## config.mk

```make
export PLATFORM = sky130hd
export DESIGN_NAME = gat_top
export DESIGN_NICKNAME = d
export VERILOG_FILES = /design/src/design/gat_mem_pkg.sv /design/src/design/dense_conv_engine.sv /design/src/design/gat_mem_arbiter.sv /design/src/design/gat_top.sv /design/src/design/sparse_conv_engine.sv /design/src/design/weight_loader.sv
export VERILOG_INCLUDE_DIRS = /design/src /design/src/design
export SDC_FILE = /design/constraint.sdc
export NUM_CORES = 2
export LEC_CHECK = 0
export ABC_CLOCK_PERIOD_IN_PS = 10300
export BUFFER_PORTS_ARGS = -buffer_cell sky130_fd_sc_hd__buf_4
export CORE_AREA = 2 2 795 797
export CTS_CLUSTER_SIZE = 40
export DETAILED_ROUTE_END_ITERATION = 12
export DIE_AREA = 0 0 797 799
export PLACE_DENSITY = 0.36
export SLEW_MARGIN = 10
export SYNTH_ARGS = -nofsm -noshare
export SYNTH_HDL_FRONTEND = slang
export SYNTH_HIERARCHICAL = 1
export SYNTH_SLANG_ARGS = --single-unit
```

## constraint.sdc

```tcl
create_clock -name clk -period 10.3 [get_ports clk]
set_clock_uncertainty 0.1 [all_clocks]
set_input_delay 1.545 -clock clk [delete_from_list [all_inputs] [get_ports clk]]
set_output_delay 1.545 -clock clk [all_outputs]
set_load 0.005 [all_outputs]
```

## src/design/gat_settings.svh

```systemverilog
// GAT core sizes and memory map
`ifndef GAT_SETTINGS_SVH
`define GAT_SETTINGS_SVH

// Graph and feature sizes
`define GAT_NUM_NODES   8
`define GAT_FEAT_IN     4
`define GAT_FEAT_HID    4
`define GAT_FEAT_OUT    3

// Data and word widths
`define GAT_DATA_W      8
`define GAT_WORD_W      20
`define GAT_COL_W       2

// Shared feature memory
`define GAT_MEM_DEPTH   128
`define GAT_ADDR_W      7
`define GAT_H_BASE      0
`define GAT_HID_BASE    64
`define GAT_OUT_BASE    96

// Weight memory, W1 first then W2
`define GAT_WGT_DEPTH   28
`define GAT_WGT_ADDR_W  5

// Layer 1 output scaling
`define GAT_L1_SHIFT    4

`endif

```

## src/design/gat_mem_pkg.sv

```systemverilog
// Shared feature memory word formats
`include "gat_settings.svh"

package gat_mem_pkg;

  // One nonzero of a sparse feature row
  typedef struct packed {
    logic                                              last;
    logic [`GAT_WORD_W-`GAT_COL_W-`GAT_DATA_W-2:0]     pad;
    logic [`GAT_COL_W-1:0]                             col;
    logic signed [`GAT_DATA_W-1:0]                     val;
  } sparse_entry_t;

  // Sparse rows for layer 1, dense values for layer 2 and host
  typedef union packed {
    sparse_entry_t                 sp;
    logic signed [`GAT_WORD_W-1:0] dense;
  } mem_word_u;

endpackage

```

## src/design/dense_conv_engine.sv

```systemverilog
// Layer 2 hidden features times W2
`timescale 1ns/1ns
`include "gat_settings.svh"

module dense_conv_engine
  import gat_mem_pkg::*;
(
  input  logic                                                clk,
  input  logic                                                rst_n,
  input  logic                                                start_i,
  input  logic [`GAT_FEAT_OUT*`GAT_FEAT_HID*`GAT_DATA_W-1:0]  w2_i,
  output logic                                                rd_req_o,
  output logic [`GAT_ADDR_W-1:0]                              rd_addr_o,
  input  logic                                                rd_gnt_i,
  input  mem_word_u                                           rd_data_i,
  output logic                                                wr_req_o,
  output logic [`GAT_ADDR_W-1:0]                              wr_addr_o,
  output logic [`GAT_WORD_W-1:0]                              wr_data_o,
  input  logic                                                wr_gnt_i,
  output logic                                                done_o
);

  localparam int ACC_W = 2 * `GAT_DATA_W + 2;
  localparam logic [1:0] S_IDLE    = 2'd0;
  localparam logic [1:0] S_RD_REQ  = 2'd1;
  localparam logic [1:0] S_RD_DATA = 2'd2;
  localparam logic [1:0] S_WRITE   = 2'd3;

  logic [1:0]                          state_q;
  logic [$clog2(`GAT_NUM_NODES)-1:0]   node_q;
  logic [1:0]                          j_q;
  logic [1:0]                          k_q;
  logic                                node_end;
  logic signed [ACC_W-1:0]             acc_q [`GAT_FEAT_OUT];
  logic signed [2*`GAT_DATA_W-1:0]     prod [`GAT_FEAT_OUT];

  assign rd_req_o  = (state_q == S_RD_REQ);
  assign rd_addr_o = `GAT_ADDR_W'(`GAT_HID_BASE + node_q * `GAT_FEAT_HID + j_q);
  assign wr_req_o  = (state_q == S_WRITE);
  assign wr_addr_o = `GAT_ADDR_W'(`GAT_OUT_BASE + node_q * `GAT_FEAT_OUT + k_q);
  assign wr_data_o = `GAT_WORD_W'(acc_q[k_q]);
  assign node_end  = wr_req_o && wr_gnt_i && (k_q == 2'(`GAT_FEAT_OUT - 1));

  // Hidden values are already clamped to the data range
  always_comb begin
    for (int k = 0; k < `GAT_FEAT_OUT; k++) begin
      prod[k] = $signed(rd_data_i.dense[`GAT_DATA_W-1:0]) * $signed(
        w2_i[(k * `GAT_FEAT_HID + int'(j_q)) * `GAT_DATA_W +: `GAT_DATA_W]);
    end
  end

  always_ff @(posedge clk) begin
    for (int k = 0; k < `GAT_FEAT_OUT; k++) begin
      if (start_i || node_end) begin
        acc_q[k] <= '0;
      end else if (state_q == S_RD_DATA) begin
        acc_q[k] <= acc_q[k] + ACC_W'(prod[k]);
      end
    end
  end

  always_ff @(posedge clk or negedge rst_n) begin
    if (!rst_n) begin
      state_q <= S_IDLE;
      node_q  <= '0;
      j_q     <= '0;
      k_q     <= '0;
      done_o  <= 1'b0;
    end else begin
      done_o <= 1'b0;
      case (state_q)
        S_IDLE: begin
          if (start_i) begin
            state_q <= S_RD_REQ;
            node_q  <= '0;
            j_q     <= '0;
            k_q     <= '0;
          end
        end
        S_RD_REQ: begin
          if (rd_gnt_i) begin
            state_q <= S_RD_DATA;
          end
        end
        S_RD_DATA: begin
          j_q     <= j_q + 1'b1;
          state_q <= (j_q == 2'(`GAT_FEAT_HID - 1)) ? S_WRITE : S_RD_REQ;
        end
        default: begin
          if (node_end) begin
            k_q    <= '0;
            node_q <= node_q + 1'b1;
            if (node_q == $clog2(`GAT_NUM_NODES)'(`GAT_NUM_NODES - 1)) begin
              state_q <= S_IDLE;
              done_o  <= 1'b1;
            end else begin
              state_q <= S_RD_REQ;
            end
          end else if (wr_gnt_i) begin
            k_q <= k_q + 1'b1;
          end
        end
      endcase
    end
  end

endmodule

```

## src/design/gat_mem_arbiter.sv

```systemverilog
// Shared feature RAM and access arbiter
`timescale 1ns/1ns
`include "gat_settings.svh"

module gat_mem_arbiter
  import gat_mem_pkg::*;
(
  input  logic                   clk,
  input  logic                   rst_n,
  input  logic                   host_we_i,
  input  logic [`GAT_ADDR_W-1:0] host_addr_i,
  input  logic [`GAT_WORD_W-1:0] host_din_i,
  input  logic [4:0]             host_rd_idx_i,
  input  logic                   l1_rd_req_i,
  input  logic [`GAT_ADDR_W-1:0] l1_rd_addr_i,
  input  logic                   l1_wr_req_i,
  input  logic [`GAT_ADDR_W-1:0] l1_wr_addr_i,
  input  logic [`GAT_WORD_W-1:0] l1_wr_data_i,
  input  logic                   l2_rd_req_i,
  input  logic [`GAT_ADDR_W-1:0] l2_rd_addr_i,
  input  logic                   l2_wr_req_i,
  input  logic [`GAT_ADDR_W-1:0] l2_wr_addr_i,
  input  logic [`GAT_WORD_W-1:0] l2_wr_data_i,
  output logic                   l1_rd_gnt_o,
  output logic                   l1_wr_gnt_o,
  output logic                   l2_rd_gnt_o,
  output logic                   l2_wr_gnt_o,
  output mem_word_u              rd_data_o,
  output logic [`GAT_WORD_W-1:0] host_dout_o
);

  logic [`GAT_WORD_W-1:0] mem [`GAT_MEM_DEPTH];
  logic                   eng_req;
  logic                   wr_en;
  logic [`GAT_ADDR_W-1:0] wr_addr;
  logic [`GAT_WORD_W-1:0] wr_data;
  logic [`GAT_ADDR_W-1:0] rd_addr;
  logic [`GAT_ADDR_W-1:0] host_rd_addr;

  // ========================================
  // Fixed priority grant
  // ========================================
  assign eng_req     = l1_rd_req_i | l1_wr_req_i | l2_rd_req_i | l2_wr_req_i;
  assign l1_wr_gnt_o = l1_wr_req_i & ~host_we_i;
  assign l1_rd_gnt_o = l1_rd_req_i & ~host_we_i & ~l1_wr_req_i;
  assign l2_wr_gnt_o = l2_wr_req_i & ~host_we_i & ~l1_wr_req_i & ~l1_rd_req_i;
  assign l2_rd_gnt_o = l2_rd_req_i & ~host_we_i & ~l1_wr_req_i & ~l1_rd_req_i & ~l2_wr_req_i;

  always_comb begin
    wr_en   = 1'b1;
    wr_addr = host_addr_i;
    wr_data = host_din_i;
    if (l1_wr_gnt_o) begin
      wr_addr = l1_wr_addr_i;
      wr_data = l1_wr_data_i;
    end else if (l2_wr_gnt_o) begin
      wr_addr = l2_wr_addr_i;
      wr_data = l2_wr_data_i;
    end else if (!host_we_i) begin
      wr_en = 1'b0;
    end
  end

  assign rd_addr      = l1_rd_gnt_o ? l1_rd_addr_i : l2_rd_addr_i;
  assign host_rd_addr = `GAT_ADDR_W'(`GAT_OUT_BASE) + `GAT_ADDR_W'(host_rd_idx_i);

  // ========================================
  // RAM
  // ========================================
  always_ff @(posedge clk) begin
    if (wr_en) begin
      mem[wr_addr] <= wr_data;
    end
    if (l1_rd_gnt_o || l2_rd_gnt_o) begin
      rd_data_o <= mem[rd_addr];
    end
    // Host reads only fill idle cycles
    if (!eng_req) begin
      host_dout_o <= mem[host_rd_addr];
    end
  end

  a_layer_excl: assert property (@(posedge clk) disable iff (!rst_n)
    !((l1_rd_req_i || l1_wr_req_i) && (l2_rd_req_i || l2_wr_req_i)));

  a_host_wr_idle: assert property (@(posedge clk) disable iff (!rst_n)
    host_we_i |-> !eng_req);

endmodule

```

## src/design/gat_top.sv

```systemverilog
// GAT accelerator core
`timescale 1ns/1ns
`include "gat_settings.svh"

module gat_top
  import gat_mem_pkg::*;
(
  input  logic                       clk,
  input  logic                       rst_n,
  input  logic                       h_we_i,
  input  logic [`GAT_ADDR_W-1:0]     h_addr_i,
  input  logic [`GAT_WORD_W-1:0]     h_din_i,
  input  logic                       h_load_done_i,
  input  logic                       wgt_we_i,
  input  logic [`GAT_WGT_ADDR_W-1:0] wgt_addr_i,
  input  logic [`GAT_DATA_W-1:0]     wgt_din_i,
  input  logic                       wgt_load_done_i,
  input  logic [4:0]                 feat_addr_i,
  output logic [`GAT_WORD_W-1:0]     feat_dout_o,
  output logic                       gat_ready_o
);

  localparam logic [1:0] L_IDLE  = 2'd0;
  localparam logic [1:0] L_CONV1 = 2'd1;
  localparam logic [1:0] L_CONV2 = 2'd2;
  localparam logic [1:0] L_DONE  = 2'd3;

  logic [1:0]                                               layer_q;
  logic                                                     conv1_start;
  logic                                                     conv2_start;
  logic                                                     conv1_done;
  logic                                                     conv2_done;
  logic                                                     wgt_rdy;
  logic [`GAT_FEAT_HID*`GAT_FEAT_IN*`GAT_DATA_W-1:0]        w1;
  logic [`GAT_FEAT_OUT*`GAT_FEAT_HID*`GAT_DATA_W-1:0]       w2;
  logic                                                     l1_rd_req;
  logic                                                     l1_rd_gnt;
  logic [`GAT_ADDR_W-1:0]                                   l1_rd_addr;
  logic                                                     l1_wr_req;
  logic                                                     l1_wr_gnt;
  logic [`GAT_ADDR_W-1:0]                                   l1_wr_addr;
  logic [`GAT_WORD_W-1:0]                                   l1_wr_data;
  logic                                                     l2_rd_req;
  logic                                                     l2_rd_gnt;
  logic [`GAT_ADDR_W-1:0]                                   l2_rd_addr;
  logic                                                     l2_wr_req;
  logic                                                     l2_wr_gnt;
  logic [`GAT_ADDR_W-1:0]                                   l2_wr_addr;
  logic [`GAT_WORD_W-1:0]                                   l2_wr_data;
  mem_word_u                                                rd_data;

  // ========================================
  // Layer sequencing
  // ========================================
  always_ff @(posedge clk or negedge rst_n) begin
    if (!rst_n) begin
      layer_q     <= L_IDLE;
      conv1_start <= 1'b0;
      conv2_start <= 1'b0;
      gat_ready_o <= 1'b0;
    end else begin
      conv1_start <= 1'b0;
      conv2_start <= 1'b0;
      case (layer_q)
        L_IDLE: begin
          if (wgt_rdy && h_load_done_i) begin
            conv1_start <= 1'b1;
            layer_q     <= L_CONV1;
          end
        end
        L_CONV1: begin
          if (conv1_done) begin
            conv2_start <= 1'b1;
            layer_q     <= L_CONV2;
          end
        end
        L_CONV2: begin
          if (conv2_done) begin
            gat_ready_o <= 1'b1;
            layer_q     <= L_DONE;
          end
        end
        default: layer_q <= L_DONE;
      endcase
    end
  end

  weight_loader u_weight_loader (
    .clk             (clk),
    .rst_n           (rst_n),
    .wgt_we_i        (wgt_we_i),
    .wgt_addr_i      (wgt_addr_i),
    .wgt_din_i       (wgt_din_i),
    .wgt_load_done_i (wgt_load_done_i),
    .w1_o            (w1),
    .w2_o            (w2),
    .wgt_rdy_o       (wgt_rdy)
  );

  // Host writes only land before load done
  gat_mem_arbiter u_mem_arbiter (
    .clk           (clk),
    .rst_n         (rst_n),
    .host_we_i     (h_we_i & ~h_load_done_i),
    .host_addr_i   (h_addr_i),
    .host_din_i    (h_din_i),
    .host_rd_idx_i (feat_addr_i),
    .l1_rd_req_i   (l1_rd_req),
    .l1_rd_addr_i  (l1_rd_addr),
    .l1_wr_req_i   (l1_wr_req),
    .l1_wr_addr_i  (l1_wr_addr),
    .l1_wr_data_i  (l1_wr_data),
    .l2_rd_req_i   (l2_rd_req),
    .l2_rd_addr_i  (l2_rd_addr),
    .l2_wr_req_i   (l2_wr_req),
    .l2_wr_addr_i  (l2_wr_addr),
    .l2_wr_data_i  (l2_wr_data),
    .l1_rd_gnt_o   (l1_rd_gnt),
    .l1_wr_gnt_o   (l1_wr_gnt),
    .l2_rd_gnt_o   (l2_rd_gnt),
    .l2_wr_gnt_o   (l2_wr_gnt),
    .rd_data_o     (rd_data),
    .host_dout_o   (feat_dout_o)
  );

  sparse_conv_engine u_conv1 (
    .clk       (clk),
    .rst_n     (rst_n),
    .start_i   (conv1_start),
    .w1_i      (w1),
    .rd_req_o  (l1_rd_req),
    .rd_addr_o (l1_rd_addr),
    .rd_gnt_i  (l1_rd_gnt),
    .rd_data_i (rd_data),
    .wr_req_o  (l1_wr_req),
    .wr_addr_o (l1_wr_addr),
    .wr_data_o (l1_wr_data),
    .wr_gnt_i  (l1_wr_gnt),
    .done_o    (conv1_done)
  );

  dense_conv_engine u_conv2 (
    .clk       (clk),
    .rst_n     (rst_n),
    .start_i   (conv2_start),
    .w2_i      (w2),
    .rd_req_o  (l2_rd_req),
    .rd_addr_o (l2_rd_addr),
    .rd_gnt_i  (l2_rd_gnt),
    .rd_data_i (rd_data),
    .wr_req_o  (l2_wr_req),
    .wr_addr_o (l2_wr_addr),
    .wr_data_o (l2_wr_data),
    .wr_gnt_i  (l2_wr_gnt),
    .done_o    (conv2_done)
  );

  // Each layer finishes only while it is the active one
  a_conv1_done: assert property (@(posedge clk) disable iff (!rst_n)
    conv1_done |-> (layer_q == L_CONV1));

  a_conv2_done: assert property (@(posedge clk) disable iff (!rst_n)
    conv2_done |-> (layer_q == L_CONV2));

endmodule

```

## src/design/sparse_conv_engine.sv

```systemverilog
// Layer 1 sparse row times W1
`timescale 1ns/1ns
`include "gat_settings.svh"

module sparse_conv_engine
  import gat_mem_pkg::*;
(
  input  logic                                               clk,
  input  logic                                               rst_n,
  input  logic                                               start_i,
  input  logic [`GAT_FEAT_HID*`GAT_FEAT_IN*`GAT_DATA_W-1:0]  w1_i,
  output logic                                               rd_req_o,
  output logic [`GAT_ADDR_W-1:0]                             rd_addr_o,
  input  logic                                               rd_gnt_i,
  input  mem_word_u                                          rd_data_i,
  output logic                                               wr_req_o,
  output logic [`GAT_ADDR_W-1:0]                             wr_addr_o,
  output logic [`GAT_WORD_W-1:0]                             wr_data_o,
  input  logic                                               wr_gnt_i,
  output logic                                               done_o
);

  localparam int ACC_W = 2 * `GAT_DATA_W + 2;
  localparam logic signed [ACC_W-1:0] SAT_MAX = ACC_W'(2 ** (`GAT_DATA_W - 1) - 1);
  localparam logic signed [ACC_W-1:0] SAT_MIN = -SAT_MAX - 1'b1;
  localparam logic [1:0] S_IDLE    = 2'd0;
  localparam logic [1:0] S_RD_REQ  = 2'd1;
  localparam logic [1:0] S_RD_DATA = 2'd2;
  localparam logic [1:0] S_WRITE   = 2'd3;

  logic [1:0]                          state_q;
  logic [`GAT_ADDR_W-1:0]              rd_ptr_q;
  logic [$clog2(`GAT_NUM_NODES)-1:0]   node_q;
  logic [`GAT_COL_W-1:0]               wj_q;
  logic                                node_end;
  logic signed [ACC_W-1:0]             acc_q [`GAT_FEAT_HID];
  logic signed [2*`GAT_DATA_W-1:0]     prod [`GAT_FEAT_HID];
  logic signed [ACC_W-1:0]             shifted;

  assign rd_req_o  = (state_q == S_RD_REQ);
  assign rd_addr_o = `GAT_ADDR_W'(`GAT_H_BASE) + rd_ptr_q;
  assign wr_req_o  = (state_q == S_WRITE);
  assign wr_addr_o = `GAT_ADDR_W'(`GAT_HID_BASE + node_q * `GAT_FEAT_HID + wj_q);
  assign node_end  = wr_req_o && wr_gnt_i && (wj_q == `GAT_COL_W'(`GAT_FEAT_HID - 1));

  // Entry value times the W1 column it selects
  always_comb begin
    for (int j = 0; j < `GAT_FEAT_HID; j++) begin
      prod[j] = rd_data_i.sp.val * $signed(
        w1_i[(j * `GAT_FEAT_IN + int'(rd_data_i.sp.col)) * `GAT_DATA_W +: `GAT_DATA_W]);
    end
  end

  // Scale down and clamp to the data range
  always_comb begin
    shifted = acc_q[wj_q] >>> `GAT_L1_SHIFT;
    if (shifted > SAT_MAX) begin
      wr_data_o = `GAT_WORD_W'(SAT_MAX);
    end else if (shifted < SAT_MIN) begin
      wr_data_o = `GAT_WORD_W'(SAT_MIN);
    end else begin
      wr_data_o = `GAT_WORD_W'(shifted);
    end
  end

  always_ff @(posedge clk) begin
    for (int j = 0; j < `GAT_FEAT_HID; j++) begin
      if (start_i || node_end) begin
        acc_q[j] <= '0;
      end else if (state_q == S_RD_DATA) begin
        acc_q[j] <= acc_q[j] + ACC_W'(prod[j]);
      end
    end
  end

  // ========================================
  // Row walk
  // ========================================
  always_ff @(posedge clk or negedge rst_n) begin
    if (!rst_n) begin
      state_q  <= S_IDLE;
      rd_ptr_q <= '0;
      node_q   <= '0;
      wj_q     <= '0;
      done_o   <= 1'b0;
    end else begin
      done_o <= 1'b0;
      case (state_q)
        S_IDLE: begin
          if (start_i) begin
            state_q  <= S_RD_REQ;
            rd_ptr_q <= '0;
            node_q   <= '0;
            wj_q     <= '0;
          end
        end
        S_RD_REQ: begin
          if (rd_gnt_i) begin
            rd_ptr_q <= rd_ptr_q + 1'b1;
            state_q  <= S_RD_DATA;
          end
        end
        S_RD_DATA: begin
          state_q <= rd_data_i.sp.last ? S_WRITE : S_RD_REQ;
        end
        default: begin
          if (wr_gnt_i) begin
            wj_q <= wj_q + 1'b1;
          end
          if (node_end) begin
            node_q <= node_q + 1'b1;
            if (node_q == $clog2(`GAT_NUM_NODES)'(`GAT_NUM_NODES - 1)) begin
              state_q <= S_IDLE;
              done_o  <= 1'b1;
            end else begin
              state_q <= S_RD_REQ;
            end
          end
        end
      endcase
    end
  end

  // Sparse entries carry a clean pad field
  a_col_range: assert property (@(posedge clk) disable iff (!rst_n)
    (state_q == S_RD_DATA) |-> (rd_data_i.sp.pad == '0));

endmodule

```

## src/design/weight_loader.sv

```systemverilog
// Weight RAM and W1/W2 register banks
`timescale 1ns/1ns
`include "gat_settings.svh"

module weight_loader (
  input  logic                                                 clk,
  input  logic                                                 rst_n,
  input  logic                                                 wgt_we_i,
  input  logic [`GAT_WGT_ADDR_W-1:0]                           wgt_addr_i,
  input  logic [`GAT_DATA_W-1:0]                               wgt_din_i,
  input  logic                                                 wgt_load_done_i,
  output logic [`GAT_FEAT_HID*`GAT_FEAT_IN*`GAT_DATA_W-1:0]    w1_o,
  output logic [`GAT_FEAT_OUT*`GAT_FEAT_HID*`GAT_DATA_W-1:0]   w2_o,
  output logic                                                 wgt_rdy_o
);

  localparam int W1_N = `GAT_FEAT_HID * `GAT_FEAT_IN;
  localparam logic [`GAT_WGT_ADDR_W-1:0] LAST = `GAT_WGT_ADDR_W'(`GAT_WGT_DEPTH - 1);

  logic [`GAT_DATA_W-1:0]                         wgt_mem [`GAT_WGT_DEPTH];
  logic [`GAT_DATA_W-1:0]                         rd_q;
  logic [`GAT_WGT_DEPTH-1:0][`GAT_DATA_W-1:0]     bank_q;
  logic                                           load_q;
  logic                                           started_q;
  logic                                           busy_q;
  logic [`GAT_WGT_ADDR_W-1:0]                     rd_cnt_q;
  logic                                           vld_q;
  logic [`GAT_WGT_ADDR_W-1:0]                     idx_q;

  always_ff @(posedge clk) begin
    if (wgt_we_i && !wgt_load_done_i) begin
      wgt_mem[wgt_addr_i] <= wgt_din_i;
    end
    rd_q <= wgt_mem[rd_cnt_q];
    if (vld_q) begin
      bank_q[idx_q] <= rd_q;
    end
  end

  // Unload sequence, one word per cycle
  always_ff @(posedge clk or negedge rst_n) begin
    if (!rst_n) begin
      load_q    <= 1'b0;
      started_q <= 1'b0;
      busy_q    <= 1'b0;
      rd_cnt_q  <= '0;
      vld_q     <= 1'b0;
      idx_q     <= '0;
      wgt_rdy_o <= 1'b0;
    end else begin
      load_q <= wgt_load_done_i;
      vld_q  <= busy_q;
      idx_q  <= rd_cnt_q;
      if (load_q && !started_q) begin
        started_q <= 1'b1;
        busy_q    <= 1'b1;
        rd_cnt_q  <= '0;
      end else if (busy_q) begin
        rd_cnt_q <= rd_cnt_q + 1'b1;
        if (rd_cnt_q == LAST) begin
          busy_q <= 1'b0;
        end
      end
      if (vld_q && idx_q == LAST) begin
        wgt_rdy_o <= 1'b1;
      end
    end
  end

  assign w1_o = bank_q[W1_N-1:0];
  assign w2_o = bank_q[`GAT_WGT_DEPTH-1:W1_N];

  a_no_late_write: assert property (@(posedge clk) disable iff (!rst_n)
    load_q |-> !wgt_we_i);

endmodule

```

==> results.txt <==
Most common cell after layout, fill and taps aside = edfxtp_1
GRT Max-Usage Layer = met2
Antenna violations before repair = 20
Vias in the first global route = 75,629
Share of layout cells above drive strength 1 = 13.3%
I/O Buffers = 71
GPL Wtd Cong = 0.782
Hold Crit Class = reg2reg
Setup CP Type = reg2reg
HP Start = u_weight_loader/rd_cnt_q[1]$_DFFE_PN0P_
FP Rows = 292
Detailed Route Iter0 Violations = 5,860
Final hold violations = 0
Worst r2r src = u_mem_arbiter/rd_data_o[9]$_DFFE_PP_
Critical Path RT = 10.85 ns
Final instance area = 140,000 um^2
First-pass GRT wire length = 570 mm
Postcts setup bufs = 0
DRT antenna net count = 0
Total grt overflow = 0
Max cap viols = 0
Dpl cell area = 131,000 um^2
TNS Setup = 0 ns
Fin nets = 9,798
WL final = 400 mm
Die ar. = 637,000 um^2
Hold depth = 0
Largest net degree at the start of global routing = 129
Final min period = 6.83 ns
# DRC = 0
I/O pins = 72
R2R Path End = u_conv1/acc_q[0][17]$_SDFFCE_PN0P_
Commonest non-fill, non-tap cells in the layout = edfxtp_1, nand2_1, inv_1
Reg2Reg Setup Slack = 3.47 ns
Hold_buf cts = 0
Met1 usage = 16.5%
Die width = 797 um
Rel. slew slack = 5.88%
Max Fanout on Critical Path = 23
Outcome = finished clean
Drt pass-1 iters = 6
Clock slew at reported path FFs = 0.06 ns
Initial Utilization = 19.2%
Clock tree buffer depth = 4
Max Fclk = 146 MHz
PostCTS Resize Cnt = 0
Hold worst-path end = u_weight_loader/idx_q[1]$_DFF_PN0_
GR met2 Demand/Resource = 21.1%
CORE AREA = 629,000 um^2
WL/cell = 22.9 um
Synth warnings = 6
Vias per cell = 4.15
Die height = 799 um
CTS Buf Count = 274
Later-pin clock latency in the skew report = 0.95 ns
Fill count = 66,256
TritonCTS Sinks = 2,354
CTS H-tree lvls = 5
CTS tree = done
Critical path launch point type = register
R2R cell count = 17
Total GRT Usage = 12.3%
Setup violators final = 0
Crit end category = register
Via Count = 72,455
Worst EP arrival = 7.38 ns
RSZ-0062 raised after global routing = false
Post-Syn Area per Cell = 13.5 um^2
Slew Limit Fails = 0
Area Growth Syn to Fin = 15.8%
Tightest Pin Transition = 1.40 ns
GRT met3 Usage = 1.50%
Synth Cell Area = 121,000 um^2
CTS root buf = clkbuf_16
Hpwl dp = 258 mm
Cell count after synthesis = 8,940
Fin crit share = 66.3%
-- final cells by class --
cell class	instances	area [um^2]	area share [%]
inverter	687	2580	1.84
sequential	2354	70400	50.3
timing repair buffer	301	2520	1.80
clock inverter	151	1600	1.14
tap	8379	10500	7.49
multi-input combinational	5250	45100	32.2
antenna	14	35.0	0.0250
clock buffer	340	7280	5.20
-- registers in the layout, indices dropped and copies added, names as in the netlist, 3 cells and up --
| register | flops |
|---|---|
| u_mem_arbiter/rd_data_o | 11 |
| u_weight_loader/w2_o | 96 |
| u_conv1/node_q | 3 |
| u_weight_loader/rd_cnt_q | 5 |
| u_conv1/acc_q | 72 |
| u_weight_loader/idx_q | 5 |
| u_weight_loader/rd_q | 8 |
| u_conv2/acc_q | 54 |
| u_weight_loader/w1_o | 128 |
| u_mem_arbiter/host_dout_o | 20 |
| u_weight_loader/wgt_mem | 224 |
| u_mem_arbiter/mem | 1696 |
| u_conv1/rd_ptr_q | 7 |
| u_conv2/node_q | 3 |
-- how the worst max path moves through the flow --
| stage | from | end | slack [ns] | depth (start not counted) |
|---|---|---|---|---|
| global placement | h_we_i | u_mem_arbiter/rd_data_o[4]$_DFFE_PP_ | 2.85 | 12 |
| detailed placement | h_we_i | u_mem_arbiter/rd_data_o[8]$_DFFE_PP_ | 2.86 | 12 |
| finish | u_mem_arbiter/rd_data_o[9]$_DFFE_PP_ | u_conv1/acc_q[0][17]$_SDFFCE_PN0P_ | 3.47 | 17 |
| CTS | u_mem_arbiter/rd_data_o[8]$_DFFE_PP_ | u_conv1/acc_q[3][15]$_SDFFCE_PN0P_ | 3.34 | 18 |
| global route | u_mem_arbiter/rd_data_o[8]$_DFFE_PP_ | u_conv1/acc_q[3][15]$_SDFFCE_PN0P_ | 2.84 | 18 |
| floorplan | h_we_i | u_mem_arbiter/mem[0][0]$_DFFE_PP_ | 1.04 | 7 |
-- through the flow --
step | setup WS (ns) | cells | hold slack (ns) | util (%)
2_1_floorplan | 1.04 | 8942 | 0.252 | -
3_3_place_gp | 2.85 | 16969 | 0.278 | 20.8
3_5_place_dp | 2.86 | 16971 | 0.278 | 20.8
4_1_cts | 3.34 | 17462 | 0.292 | 22.2
5_1_grt | 2.84 | 17465 | 0.309 | 22.2
6_report | 3.47 | 17476 | 0.291 | 22.2
-- worst max-delay path, cell delays in order (launching register included) --
cell and delay [ns]:
edfxtp_1 0.59, buf_4 0.45, mux4_2 0.40, and2_1 0.64
inv_1 0.15, fa_1 0.56, inv_1 0.06, fa_1 0.48
fa_1 0.57, fa_1 0.44, fa_1 0.45, ha_1 0.35
and3_1 0.20, a221oi_2 0.36, o21ai_1 0.21, a41o_1 0.30
xnor2_1 0.15, nor2_1 0.05
-- routing by layer --
| layer | up-vias | part of all wire, % | wire length (um) |
|---|---|---|---|
| met5 | - | 0.0033 | 13 |
| met4 | 2 | 2.3 | 9380 |
| met3 | 419 | 4.4 | 17700 |
| met2 | 1846 | 49 | 195000 |
| met1 | 38376 | 44 | 178000 |
| li1 | 31812 | - | - |
Power is not shown: default switching activity piles up to over one toggle a cycle in this logic, so the estimate is an artifact.
